===== config.mk =====
export PLATFORM = sky130hd
export DESIGN_NAME = vinstr_decoder
export DESIGN_NICKNAME = d
export VERILOG_FILES = /design/src/logic/vdec_pkg.sv /design/src/logic/vinstr_decoder.sv
export SDC_FILE = /design/constraint.sdc
export NUM_CORES = 1
export LEC_CHECK = 0
export CORE_ASPECT_RATIO = 0.75
export CORE_MARGIN = 3
export CORE_UTILIZATION = 55
export DETAILED_ROUTE_END_ITERATION = 12
export DONT_BUFFER_PORTS = 1
export GPL_TIMING_DRIVEN = 0
export MAX_ROUTING_LAYER = met4
export PLACE_DENSITY_LB_ADDON = 0.1
export RECOVER_POWER = 100
export SYNTH_ARGS = -nofsm -noshare
export SYNTH_HDL_FRONTEND = slang
export SYNTH_SLANG_ARGS = --single-unit

===== constraint.sdc =====
create_clock -name CLK -period 2.9 [get_ports CLK]
set_clock_uncertainty 0.05 [all_clocks]
set_input_delay 0.29 -clock CLK [delete_from_list [all_inputs] [get_ports CLK]]
set_output_delay 0.29 -clock CLK [all_outputs]
set_load 0.05 [all_outputs]

===== src/logic/vdec_pkg.sv =====
// --------------------
// shared sizes, encodings and bundles for the vector decode stage
// funct6 codes follow the OPIVV/OPIVX/OPIVI map; vslide1up and
// vslide1down use local codes since only OPI funct3 values decode
// elements are always stored 32 bits wide; sew only tags the bundle
// --------------------
package vdec_pkg;

  localparam int NUM_VREGS      = 32;
  localparam int ELEMS_PER_REG  = 8;
  localparam int ELEM_WIDTH     = 32;
  localparam int VREG_IDX_WIDTH = 5;
  localparam int OFFSET_WIDTH   = 32;
  localparam int ELEM_IDX_WIDTH = $clog2(ELEMS_PER_REG);
  localparam logic [6:0] OPV_OPCODE = 7'b1010111;

  typedef logic [VREG_IDX_WIDTH-1:0] vreg_idx_t;
  typedef logic [OFFSET_WIDTH-1:0]   offset_t;
  typedef logic [ELEM_WIDTH-1:0]     elem_t;

  typedef enum logic [1:0] {SEW8 = 2'b00, SEW16 = 2'b01, SEW32 = 2'b10} sew_t;

  typedef enum logic [2:0] {OPIVV = 3'b000, OPIVI = 3'b011, OPIVX = 3'b100} vfunct3_t;

  // values are the funct6 field
  typedef enum logic [5:0] {
    VADD        = 6'b000000,
    VSUB        = 6'b000010,
    VRGATHER    = 6'b001100,
    VSLIDEUP    = 6'b001110,
    VSLIDEDOWN  = 6'b001111,
    VSLIDE1UP   = 6'b011110,
    VSLIDE1DOWN = 6'b011111,
    VMV         = 6'b010111,
    VWADD       = 6'b110001
  } vop_t;

  typedef enum logic {VS1_SRC_NORMAL, VS1_SRC_ZERO} vs1_src_t;

  typedef enum logic [2:0] {
    VS2_SRC_NORMAL, VS2_SRC_IDX_PLUS_RS1, VS2_SRC_IDX_PLUS_UIMM, VS2_SRC_IDX_PLUS_1,
    VS2_SRC_VS1, VS2_SRC_RS1, VS2_SRC_UIMM, VS2_SRC_ZERO
  } vs2_src_t;

  typedef enum logic [2:0] {
    VD_SRC_NORMAL, VD_SRC_ZERO, VD_SRC_IDX_PLUS_RS1, VD_SRC_IDX_PLUS_UIMM, VD_SRC_IDX_PLUS_1
  } vd_src_t;

  typedef struct packed {
    vop_t      op;
    vreg_idx_t vs1;
    vreg_idx_t vs2;
    vreg_idx_t vd;
    offset_t   imm;
    logic      is_signed;
    logic      masked;
    logic      vd_widen;
    vs1_src_t  vs1_src;
    vs2_src_t  vs2_src;
    vd_src_t   vd_src;
    sew_t      sew;
  } vctrl_t;

  // lane0 sits in the low half
  typedef struct packed {
    elem_t lane1;
    elem_t lane0;
  } elem_pair_t;

  typedef struct packed {
    offset_t lane1;
    offset_t lane0;
  } offset_pair_t;

  typedef struct packed {
    vop_t         op;
    vreg_idx_t    vd;
    elem_pair_t   vs1_data;
    elem_pair_t   vs2_data;
    elem_pair_t   vs3_data;
    offset_pair_t woffset;
    offset_t      imm;
    offset_t      xs1;
    logic         mask0;
    logic         mask1;
    logic         wen0;
    logic         wen1;
    sew_t         eew;
    sew_t         sew;
    offset_t      vl;
  } de_bundle_t;

endpackage


===== src/logic/vinstr_decoder.sv =====
// --------------------
// accepts one OP-V instruction while idle and not stalled
// the control word, xs1 and vl stay latched until the next accept
// start or illegal pulse one cycle after the accepting edge
// --------------------
module vinstr_decoder (
  input  logic              CLK,
  input  logic              nRST,
  input  logic [31:0]       instr,
  input  logic              in_valid,
  input  logic              busy,
  input  logic              stall,
  input  logic              flush,
  input  vdec_pkg::offset_t vl,
  input  vdec_pkg::offset_t xs1,
  input  vdec_pkg::sew_t    vtype_sew,
  output vdec_pkg::vctrl_t  ctrl,
  output vdec_pkg::offset_t ctrl_xs1,
  output vdec_pkg::offset_t ctrl_vl,
  output logic              start,
  output logic              illegal
);
  import vdec_pkg::*;

  logic [5:0] funct6;
  logic [2:0] funct3;
  logic [6:0] opcode;
  logic [4:0] imm5;
  logic       accept;
  logic       legal;
  vctrl_t     next_ctrl;

  assign funct6 = instr[31:26];
  assign funct3 = instr[14:12];
  assign opcode = instr[6:0];
  assign imm5   = instr[19:15];

  // start still pending counts as busy, the sequencer has not seen it yet
  assign accept = in_valid && !busy && !start && !stall && !flush;

  always_comb begin
    next_ctrl          = '0;
    next_ctrl.op       = vop_t'(funct6);
    next_ctrl.vs1      = instr[19:15];
    next_ctrl.vs2      = instr[24:20];
    next_ctrl.vd       = instr[11:7];
    next_ctrl.masked   = ~instr[25];
    next_ctrl.sew      = vtype_sew;
    next_ctrl.vd_widen = (funct6 == VWADD);
    next_ctrl.vs1_src  = (funct3 == OPIVV) ? VS1_SRC_NORMAL : VS1_SRC_ZERO;
    next_ctrl.vs2_src  = VS2_SRC_NORMAL;
    next_ctrl.vd_src   = VD_SRC_NORMAL;
    legal = (opcode == OPV_OPCODE) && (funct3 inside {OPIVV, OPIVX, OPIVI});
    case (funct6)
      VADD, VSUB, VMV, VWADD: next_ctrl.is_signed = 1'b1;
      VSLIDEUP: begin
        legal = legal && (funct3 != OPIVV);
        next_ctrl.vd_src = (funct3 == OPIVX) ? VD_SRC_IDX_PLUS_RS1 : VD_SRC_IDX_PLUS_UIMM;
      end
      VSLIDEDOWN: begin
        legal = legal && (funct3 != OPIVV);
        next_ctrl.vs2_src = (funct3 == OPIVX) ? VS2_SRC_IDX_PLUS_RS1 : VS2_SRC_IDX_PLUS_UIMM;
      end
      VSLIDE1UP: begin
        legal = legal && (funct3 == OPIVX);
        next_ctrl.vd_src = VD_SRC_IDX_PLUS_1;
      end
      VSLIDE1DOWN: begin
        legal = legal && (funct3 == OPIVX);
        next_ctrl.vs2_src = VS2_SRC_IDX_PLUS_1;
      end
      VRGATHER: begin
        case (funct3)
          OPIVV:   next_ctrl.vs2_src = VS2_SRC_VS1;
          OPIVX:   next_ctrl.vs2_src = VS2_SRC_RS1;
          default: next_ctrl.vs2_src = VS2_SRC_UIMM;
        endcase
      end
      default: legal = 1'b0;
    endcase
    // sign extension only for the arithmetic forms
    if (next_ctrl.is_signed) begin
      next_ctrl.imm = {{(OFFSET_WIDTH-5){imm5[4]}}, imm5};
    end else begin
      next_ctrl.imm = {{(OFFSET_WIDTH-5){1'b0}}, imm5};
    end
  end

  always_ff @(posedge CLK, negedge nRST) begin
    if (!nRST) begin
      ctrl     <= '0;
      ctrl_xs1 <= '0;
      ctrl_vl  <= '0;
      start    <= 1'b0;
      illegal  <= 1'b0;
    end else begin
      start   <= accept && legal;
      illegal <= accept && !legal;
      if (accept && legal) begin
        ctrl     <= next_ctrl;
        ctrl_xs1 <= xs1;
        ctrl_vl  <= vl;
      end
    end
  end

endmodule


## Yosys cells after proc, flatten, opt, wreduce, memory -nomap -nowiden

Cells that the tools add are included.

- Logic and storage cells: 59
- Flip-flop bits (word level): 131

- Reduce and logical (&&, ||, !) cells: 22
- Equal/unequal tests: 11
- Multiplexer cells: 9
- Bitwise operators: 1

Operators with widths:

| operator | number |
|---|---|
| two-way mux 32 bit | 1 |
| equality test 6 x 4 -> 1 bit, second input constant | 3 |
| equality test 6 x 5 -> 1 bit, second input constant | 3 |
| logical AND 1 bit | 9 |
| case mux 3 bit (3 select lines) | 1 |
| equality test 7 bit, second input constant | 1 |
| equality test 6 x 2 -> 1 bit, second input constant | 1 |
| equality test 6 bit, second input constant | 1 |
| zero test 6 bit | 1 |
| case mux 3 bit (2 select lines) | 1 |
| nonzero test 3 bit | 2 |
| zero test 1 bit | 5 |
| OR reduction 5 bit | 1 |
| case mux 2 bit (2 select lines) | 1 |
| OR reduction 2 bit | 2 |
| OR reduction 4 bit | 1 |
| equality test 3 x 2 -> 1 bit, second input constant | 1 |
| equality test 3 bit, second input constant | 1 |
| zero test 3 bit | 1 |
| two-way mux 1 bit | 3 |
| case mux 1 bit (3 select lines) | 1 |
| two-way mux 2 bit | 1 |
| inverter 1 bit | 1 |

## Longest topological paths before layout

Gate-level depths: netlist of run 1.

- Word-level depth: 7
- Depth in mapped cells: 8

## Worst setup path before layout of run 1

OpenSTA, ideal clock, no wires.

- Kind: flip-flop to flip-flop
- Start: register start
- End: register ctrl_xs1[4]
- Clock period less this slack: 2435 ps
- Library setup time: 127 ps
- Data arrival time: 2257 ps
- Setup slack: 465 ps
- Data required time: 2723 ps
- Stages on the path, launching flop included: 7
- Buffers on the path: 2
- Path through: dfrtp_1 nand2b_1 or4_1 a211oi_2 buf_4 buf_6 mux2_1

- Word-level cells in the longest chain between the ends: 5

Ends and longest elaborated chain:

| element | RTL line | RTL |
|---|---|---|
| start, declared | vinstr_decoder.sv:20 | `output logic start,` |
| start signal, assigned | vinstr_decoder.sv:97 | `start <= accept && legal;` |
| zero test 1 bit | vinstr_decoder.sv:39 | `assign accept = in_valid && !busy && !start && !stall && !flush;` |
| logical AND 1 bit (3 in series) | vinstr_decoder.sv:39 |  |
| logical AND 1 bit | vinstr_decoder.sv:99 | `if (accept && legal) begin` |
| end signal, assigned | vinstr_decoder.sv:101 | `ctrl_xs1 <= xs1;` |
| end, declared | vinstr_decoder.sv:18 | `output vdec_pkg::offset_t ctrl_xs1,` |

No other way between the ends.
A chain may end at the register's enable or synchronous reset.

## Final worst setup path of run 1

- Start: register start
- End: register ctrl_xs1[8]

Same word-level chain as after synthesis.

==> results.md, run 1 <==
* CP Capture Type: register
* Die area at about 8700 um2
* TritonCTS Buffers at 9
* Worst hold path type: in -> reg
* Outcome: complete, no violations
* Met2 WL at ~4700 um
* Final ANT Viol Nets at 0
* Metal-1 WL at a little over 3000 um
* Cells after synthesis at approximately 290
* GRT overflow at 0
* Vert. Die Dim at ~81 um
* Leakage at 0.00224 uW
* Post-Syn Area at 4160 um2
* CORE AREA at between 7000 and 8000 um2
* Worst Max-Slew Pin Slew at about 1.3 ns
* Starting Density at 0.589
* Max-cap viol count at 0
* Root buffer cell: clkbuf_8
* #FFs+latches synth at 100
* Share of layout cells above drive strength 1 at 0.338
* Utilization after layout at 0.626
* # DRC at 0
* WP data required at 3.08 ns
* Final wirelength at 9090 um
* Num Clock Sinks at 100
* Post-Syn Area per Cell at ~14 um2
* Post CTS Setup Buffer Count at 0
* Yosys warns at 0
* Final Slew Violations at 0
* Cell area after layout at 4420 um2
* Crit Path Max Fanout at 10
* Top routing layer used: met4
* Gpl congestion at between 0.8 and 0.9
* Relative slew slack at 0.119
* Worst vdd ir at between 0.3 and 0.4 mV
* CP bufs+invs at 2
* Setup CP Type: reg -> reg
* Synth cell types at 32
* CP arrival at ~2.9 ns
* Vias in the first global route at 2404
* Cell Rows at 26
* 1st-pass router iterations at 4
* Maximum clock frequency at ~0.36 GHz
* Power Dens Cells at about 520 nW/um2
* Clk slew on worst S/H paths at around 0.090 ns
* Via count at about 2200
* Area delta synth->final at 6.29%
* Crit path largest cell delay at between 0.5 and 0.6 ns
* Skew-Pair Late Insertion Delay at roughly 0.34 ns
* Total track usage at 0.215
* Top delay family on crit path: simple AND/OR/NAND/NOR gates
* H-tree Lvls at 3
* CTS tree: done
* Critical Path, Cell by Cell: nand2b_1, or4_1, a211oi_4, buf_4, buf_6, mux2_1
* WL per Instance at about 22 um
* IO buf count at 0
* Clk buf depth at 2
* Total Nets Final at 408
* Tcrit/Tclk final at 0.949
* Io pins at around 240
* Final setup fails at 0
* Slowest-stage cell, CP: dfrtp_1
* Initial DRC count at 101
* Ant diodes at 0
* DR WL met3 at between 1000 and 1500 um
* First-pass GRT wire length at around 13000 um
* Die W at approximately 110 um
* Synthesized Nets at approximately 400
* RSZ-0062 raised after global routing: no
* DP Wirelength at approximately 6900 um
* Final hold vios at 0
* Min cycle time layout at approximately 2.8 ns
* Initial antenna violation count at 0
* Vias per inst at approximately 5.5
* Placement Cell Area at 4280 um2
* Largest net degree at the start of global routing at approximately 100
* Setup crit start kind: register
* Fill cell count at 590
* Post-synthesis sequential area ratio at 0.602
[layout by cell type, fill, tap and decap left out, drive strengths merged, types with 2 or more instances in the layout]
master	count
mux2i	5
nand3b	2
dfrtp	100
and2	2
clkinv	2
inv	8
dlygate4sd3	5
buf	11
nor2	4
nor3	2
a21oi	3
o21ai	4
mux2	93
clkbuf	44
a211oi	2
nand2	6
[logic make-up (layout without fill, tap and decap cells)]
logic type	count (synthesis)	in the layout	synth area share
DFF	100	100	0.602
and+or+nand+nor	27	27	0.0367
buffers and inverters	51	72	0.0809
AOI/OAI and AO/OA	11	11	0.0168
muxes	98	98	0.264
[where the power goes]
group	switching, uW	leakage (uW)	internal, uW
Clock	460	0.0000942	401
Combinational	40.6	0.000772	15.1
Sequential	6.69	0.00137	1390
[cells in the mapped netlist]
library cell / n / share of area
a211oi_1: 1 / 0.0018
a211oi_2: 1 / 0.0030
a21oi_1: 3 / 0.0036
and2_1: 2 / 0.0030
and3_1: 1 / 0.0015
and3b_1: 1 / 0.0021
buf_1: 1 / 0.00090
buf_2: 8 / 0.0096
buf_4: 32 / 0.058
buf_6: 2 / 0.0054
clkbuf_1: 1 / 0.00090
dfrtp_1: 100 / 0.60
inv_1: 7 / 0.0063
mux2_1: 15 / 0.041
mux2_2: 78 / 0.21
mux2i_1: 5 / 0.012
nand2_1: 6 / 0.0054
nand2b_1: 1 / 0.0015
nand3_1: 1 / 0.0012
nand3b_1: 2 / 0.0036
nand4_1: 1 / 0.0015
nand4b_1: 1 / 0.0021
nor2_1: 4 / 0.0036
nor3_1: 2 / 0.0024
nor3b_1: 1 / 0.0018
nor4_1: 1 / 0.0015
o211ai_1: 1 / 0.0018
o21ai_0: 4 / 0.0048
o21bai_1: 1 / 0.0018
or3_1: 1 / 0.0015
or3b_1: 1 / 0.0021
or4_1: 1 / 0.0018
[metal layers]
metal  up-vias  global-route usage
met1      1088               0.219
met2       128               0.372
li1        990                   -
met3        11               0.116
met4         0              0.0434
met5         -                   -
[cell type report]
type                    instances  area (um2)  share of cell area
clock buffers                  10         128              0.0289
plain buffers                  44         194              0.0439
well taps                      98         123              0.0277
inverters                       7        26.3             0.00594
multi-input cells             136        1330               0.300
flip-flops and latches        100        2500               0.566
clock inverters                 5        62.6              0.0142
repair buffers                  6        57.6              0.0130
[through the flow]
stage | power (uW) | hold WS (ns) | setup TNS (ns) | cells | worst slack [ns]
final | 2320 | 0.0222 | 0 | 406 | 0.149
after global routing | 2410 | 0.00126 | 0 | 406 | 0.00956
after CTS | 2340 | 0.00784 | 0 | 403 | 0.101
after detailed placement | 1450 | -0.0540 | -0.312 | 385 | -0.0405
after global placement | 1450 | -0.0538 | -0.0529 | 385 | -0.0127
after floorplan | 1450 | -0.0556 | 0 | 287 | 0.465
[state kept, by name (all words and copies together) (netlist names)]
signal	flops
ctrl_vl	32
ctrl_xs1	32
illegal	1
start	1
ctrl	34
[timing repair]
item                                   in CTS  in global routing
setup endpoints to repair                  15                  0
gates resized for setup                     1                  0
hold buffers                                3                  3
endpoints found under the hold margin     101                  3
[final timing paths]
path                         start     endpoint  slack, ns  cells past startpoint
max                          start  ctrl_xs1[8]       0.15                      6
min                         xs1[3]  ctrl_xs1[3]       0.02                      1
max reg2reg                  start  ctrl_xs1[8]       0.15                      6
min reg2reg                ctrl[7]      ctrl[7]       0.75                      2
max in group asynchronous     nRST     ctrl[44]       1.23                      2
min in group asynchronous     nRST   ctrl_vl[8]       0.75                      2
Note: power is estimated with default switching activity, not from simulation.
==> run 2: changes to the inputs <==
--- a/config.mk
+++ b/config.mk
@@ -7,13 +7,14 @@
 export LEC_CHECK = 0
 export CORE_ASPECT_RATIO = 0.75
 export CORE_MARGIN = 3
-export CORE_UTILIZATION = 55
+export CORE_UTILIZATION = 60
 export DETAILED_ROUTE_END_ITERATION = 12
 export DONT_BUFFER_PORTS = 1
 export GPL_TIMING_DRIVEN = 0
 export MAX_ROUTING_LAYER = met4
 export PLACE_DENSITY_LB_ADDON = 0.1
 export RECOVER_POWER = 100
+export SETUP_SLACK_MARGIN = 0.1
 export SYNTH_ARGS = -nofsm -noshare
 export SYNTH_HDL_FRONTEND = slang
 export SYNTH_SLANG_ARGS = --single-unit
==> run 2 against run 1 <==
Against the previous run: register-to-register slack better by 0.09 ns; global-route usage increased by 0.36 points; wire length shrank 3.0%; power decreased by 1.3%; worst hold slack got worse by 0.0056 ns; combinational power grew 13%; die area decreased by 7.8%; final cell count decreased by 2.5%; sequential share of layout area fell by 0.43 points.
==> results.md, run 2 (synthesized netlist as in run 1, its figures left out) <==
* Outcome: complete, no violations (unchanged)
* Maximum clock frequency at 0.375 GHz (was 0.363 GHz)
* Total track usage at 0.218 (was 0.215)
* CP bufs+invs at 2 (unchanged)
* Crit path largest cell delay at 0.56 ns (was 0.57 ns)
* Total Nets Final at 414 (was 408)
* Leakage at 0.00225 uW (was 0.00224 uW)
* Via count at 2291 (was 2217)
* CTS tree: done (unchanged)
* Largest regs: ctrl: 34 flops, ctrl_vl: 32 flops, ctrl_xs1: 32 flops (unchanged)
* GR Util met3 at 0.121 (was 0.116)
* # DRC at 0 (unchanged)
* RSZ-0062 raised after global routing: no (unchanged)
* Placed Cells at 368 (was 385)
* Number of flip-flops under the largest register name at 34 (unchanged)
* Relative slew slack at 0.307 (was 0.119)
* NetSw at 506 uW (was 507 uW)
* Final wirelength at 8820 um (was 9090 um)
* Worst hold path type: in -> reg (unchanged)
* Met1 usage in global routing at 0.224 (was 0.219)
* Tcrit/Tclk final at 0.918 (was 0.949)
* Starting Density at 0.639 (was 0.589)
* Vias in the first global route at 2285 (was 2404)
* Vias per inst at 5.79 (was 5.46)
* Clock share of power at 0.360 (was 0.371)
* Area delta synth->final at 7.10% (was 6.29%)
* CP Capture Type: register (unchanged)
* Worst Max-Slew Pin Slew at 1.04 ns (was 1.32 ns)
* Num Clock Sinks at 100 (unchanged)
* Final hold vios at 0 (unchanged)
* Setup TNS at 0 ns (unchanged)
* Sequential share of power at 0.613 (was 0.605)
* Skew-Pair Late Insertion Delay at 0.34 ns (about the same)
* Ant diodes at 0 (unchanged)
* Critical Path, Cell by Cell: nand2b_1, or4_1, a211oi_4, buf_4, clkbuf_2, mux2_1 (was nand2b_1, or4_1, a211oi_4, buf_4, buf_6, mux2_1)
* WL per Instance at 22.3 um (was 22.4 um)
* Final ANT Viol Nets at 0 (unchanged)
* Most common cell after layout, fill and taps aside: dfrtp_1 (unchanged)
* TritonCTS Buffers at 9 (unchanged)
* Io pins at 235 (unchanged)
* Sw frac at 0.221 (was 0.219)
* DP Wirelength at 6570 um (was 6900 um)
* WP data required at 3.09 ns (was 3.08 ns)
* Gpl congestion at 0.789 (was 0.801)
* Die area at 7980 um2 (was 8650 um2)
* Final setup fails at 0 (unchanged)
* 1st-pass router iterations at 4 (unchanged)
* Share of layout cells above drive strength 1 at 0.337 (was 0.338)
* Setup crit start kind: register (unchanged)
* First-pass GRT wire length at 12600 um (was 13400 um)
* Largest net degree at the start of global routing at 101 (unchanged)
* Clk buf depth at 2 (unchanged)
* Initial antenna violation count at 0 (unchanged)
* CORE AREA at 6510 um2 (was 7060 um2)
* Min cycle time layout at 2.66 ns (was 2.75 ns)
* CP arrival at 2.86 ns (was 2.93 ns)
* Commonest cells after routing, fill and taps aside: dfrtp_1 (100), mux2_2 (78), clkbuf_1 (35) (was dfrtp_1 (100), mux2_2 (77), clkbuf_1 (33))
* Gate power share at 0.027 (was 0.024)
* Crit Path Max Fanout at 10 (unchanged)
* Gr busiest metal: met2 (unchanged)
* Vert. Die Dim at 78.1 um (was 81.3 um)
* Setup CP Type: reg -> reg (unchanged)
* Initial DRC count at 96 (was 101)
* Cell Rows at 25 (was 26)
* Worst vdd ir at 0.391 mV (was 0.400 mV)
* GRT overflow at 0 (unchanged)
* Final Slew Violations at 0 (unchanged)
* Clk slew on worst S/H paths at 0.09 ns (about the same)
* Die W at 102 um (was 106 um)
* Fin cells at 396 (was 406)
* Slowest-stage cell, CP: dfrtp_1 (unchanged)
* Met2 Use GR at 0.368 (was 0.372)
* H-tree Lvls at 3 (unchanged)
* Root buffer cell: clkbuf_8 (unchanged)
* Power Dens Cells at 513 nW/um2 (was 524 nW/um2)
* Max-cap viol count at 0 (unchanged)
* IO buf count at 0 (unchanged)
* Pint at 1780 uW (was 1810 uW)
* Top delay family on crit path: simple AND/OR/NAND/NOR gates (unchanged)
* Largest register by flop count: ctrl (unchanged)
==> run 2: final timing paths <==
| check | startpoint | to | slack (ns) | cells after the start |
|---|---|---|---|---|
| worst max register to register | start | ctrl_xs1[6] | 0.24 | 6 |
| min in group asynchronous | nRST | ctrl_vl[10] | 0.47 | 2 |
| worst min register to register | ctrl[11] | ctrl[11] | 0.75 | 2 |
| max in group asynchronous | nRST | ctrl[59] | 1.95 | 2 |
| worst max-delay path | start | ctrl_xs1[6] | 0.24 | 6 |
| worst min-delay path | xs1[1] | ctrl_xs1[1] | 0.02 | 1 |
==> run 2: what timing repair did <==
item,in CTS,in global routing
setup endpoints to repair,41,15
pin swaps,0,1
gates resized for setup,1,0
endpoints found under the hold margin,101,7
hold buffers,3,7
setup buffers,0,2
==> run 2: power by group through the flow <==
| stage | combinational (uW) | sequential, uW | clock (uW) |
|---|---|---|---|
| after floorplan | 19.1 | 1430 | 0 |
| after global placement | 22.0 | 1430 | 0 |
| after detailed placement | 22.6 | 1430 | 0 |
| after CTS | 56.7 | 1400 | 845 |
| after global routing | 70.9 | 1400 | 900 |
| final | 62.8 | 1400 | 823 |
==> run 2: stage by stage <==
step / power [uW] / hold slack, ns / area (um2) / setup slack (ns) / util
after floorplan: 1450 / -0.0556 / 4160 / 0.465 / -
after global placement: 1450 / -0.0537 / 4260 / 0.0710 / 0.655
after detailed placement: 1450 / -0.0534 / 4260 / 0.0143 / 0.655
after CTS: 2300 / 0.00297 / 4500 / 0.162 / 0.692
after global routing: 2370 / -0.00431 / 4450 / 0.139 / 0.685
final: 2290 / 0.0166 / 4450 / 0.237 / 0.685
==> run 2: metal layers <==
metal,up-vias,share of wire
li1,1005,-
met1,1138,0.34
met2,142,0.53
met3,6,0.13
met4,0,0.0090
met5,-,0
==> run 2: cell type report <==
| class | count | area [um2] |
|---|---|---|
| Multi-Input combinational cell | 136 | 1330 |
| Buffer | 44 | 180 |
| Sequential cell | 100 | 2500 |
| Clock buffer | 12 | 155 |
| Clock inverter | 4 | 32.5 |
| Tap cell | 81 | 101 |
| Timing Repair Buffer | 12 | 129 |
| Fill cell | 522 | 2050 |
| Inverter | 7 | 26.3 |
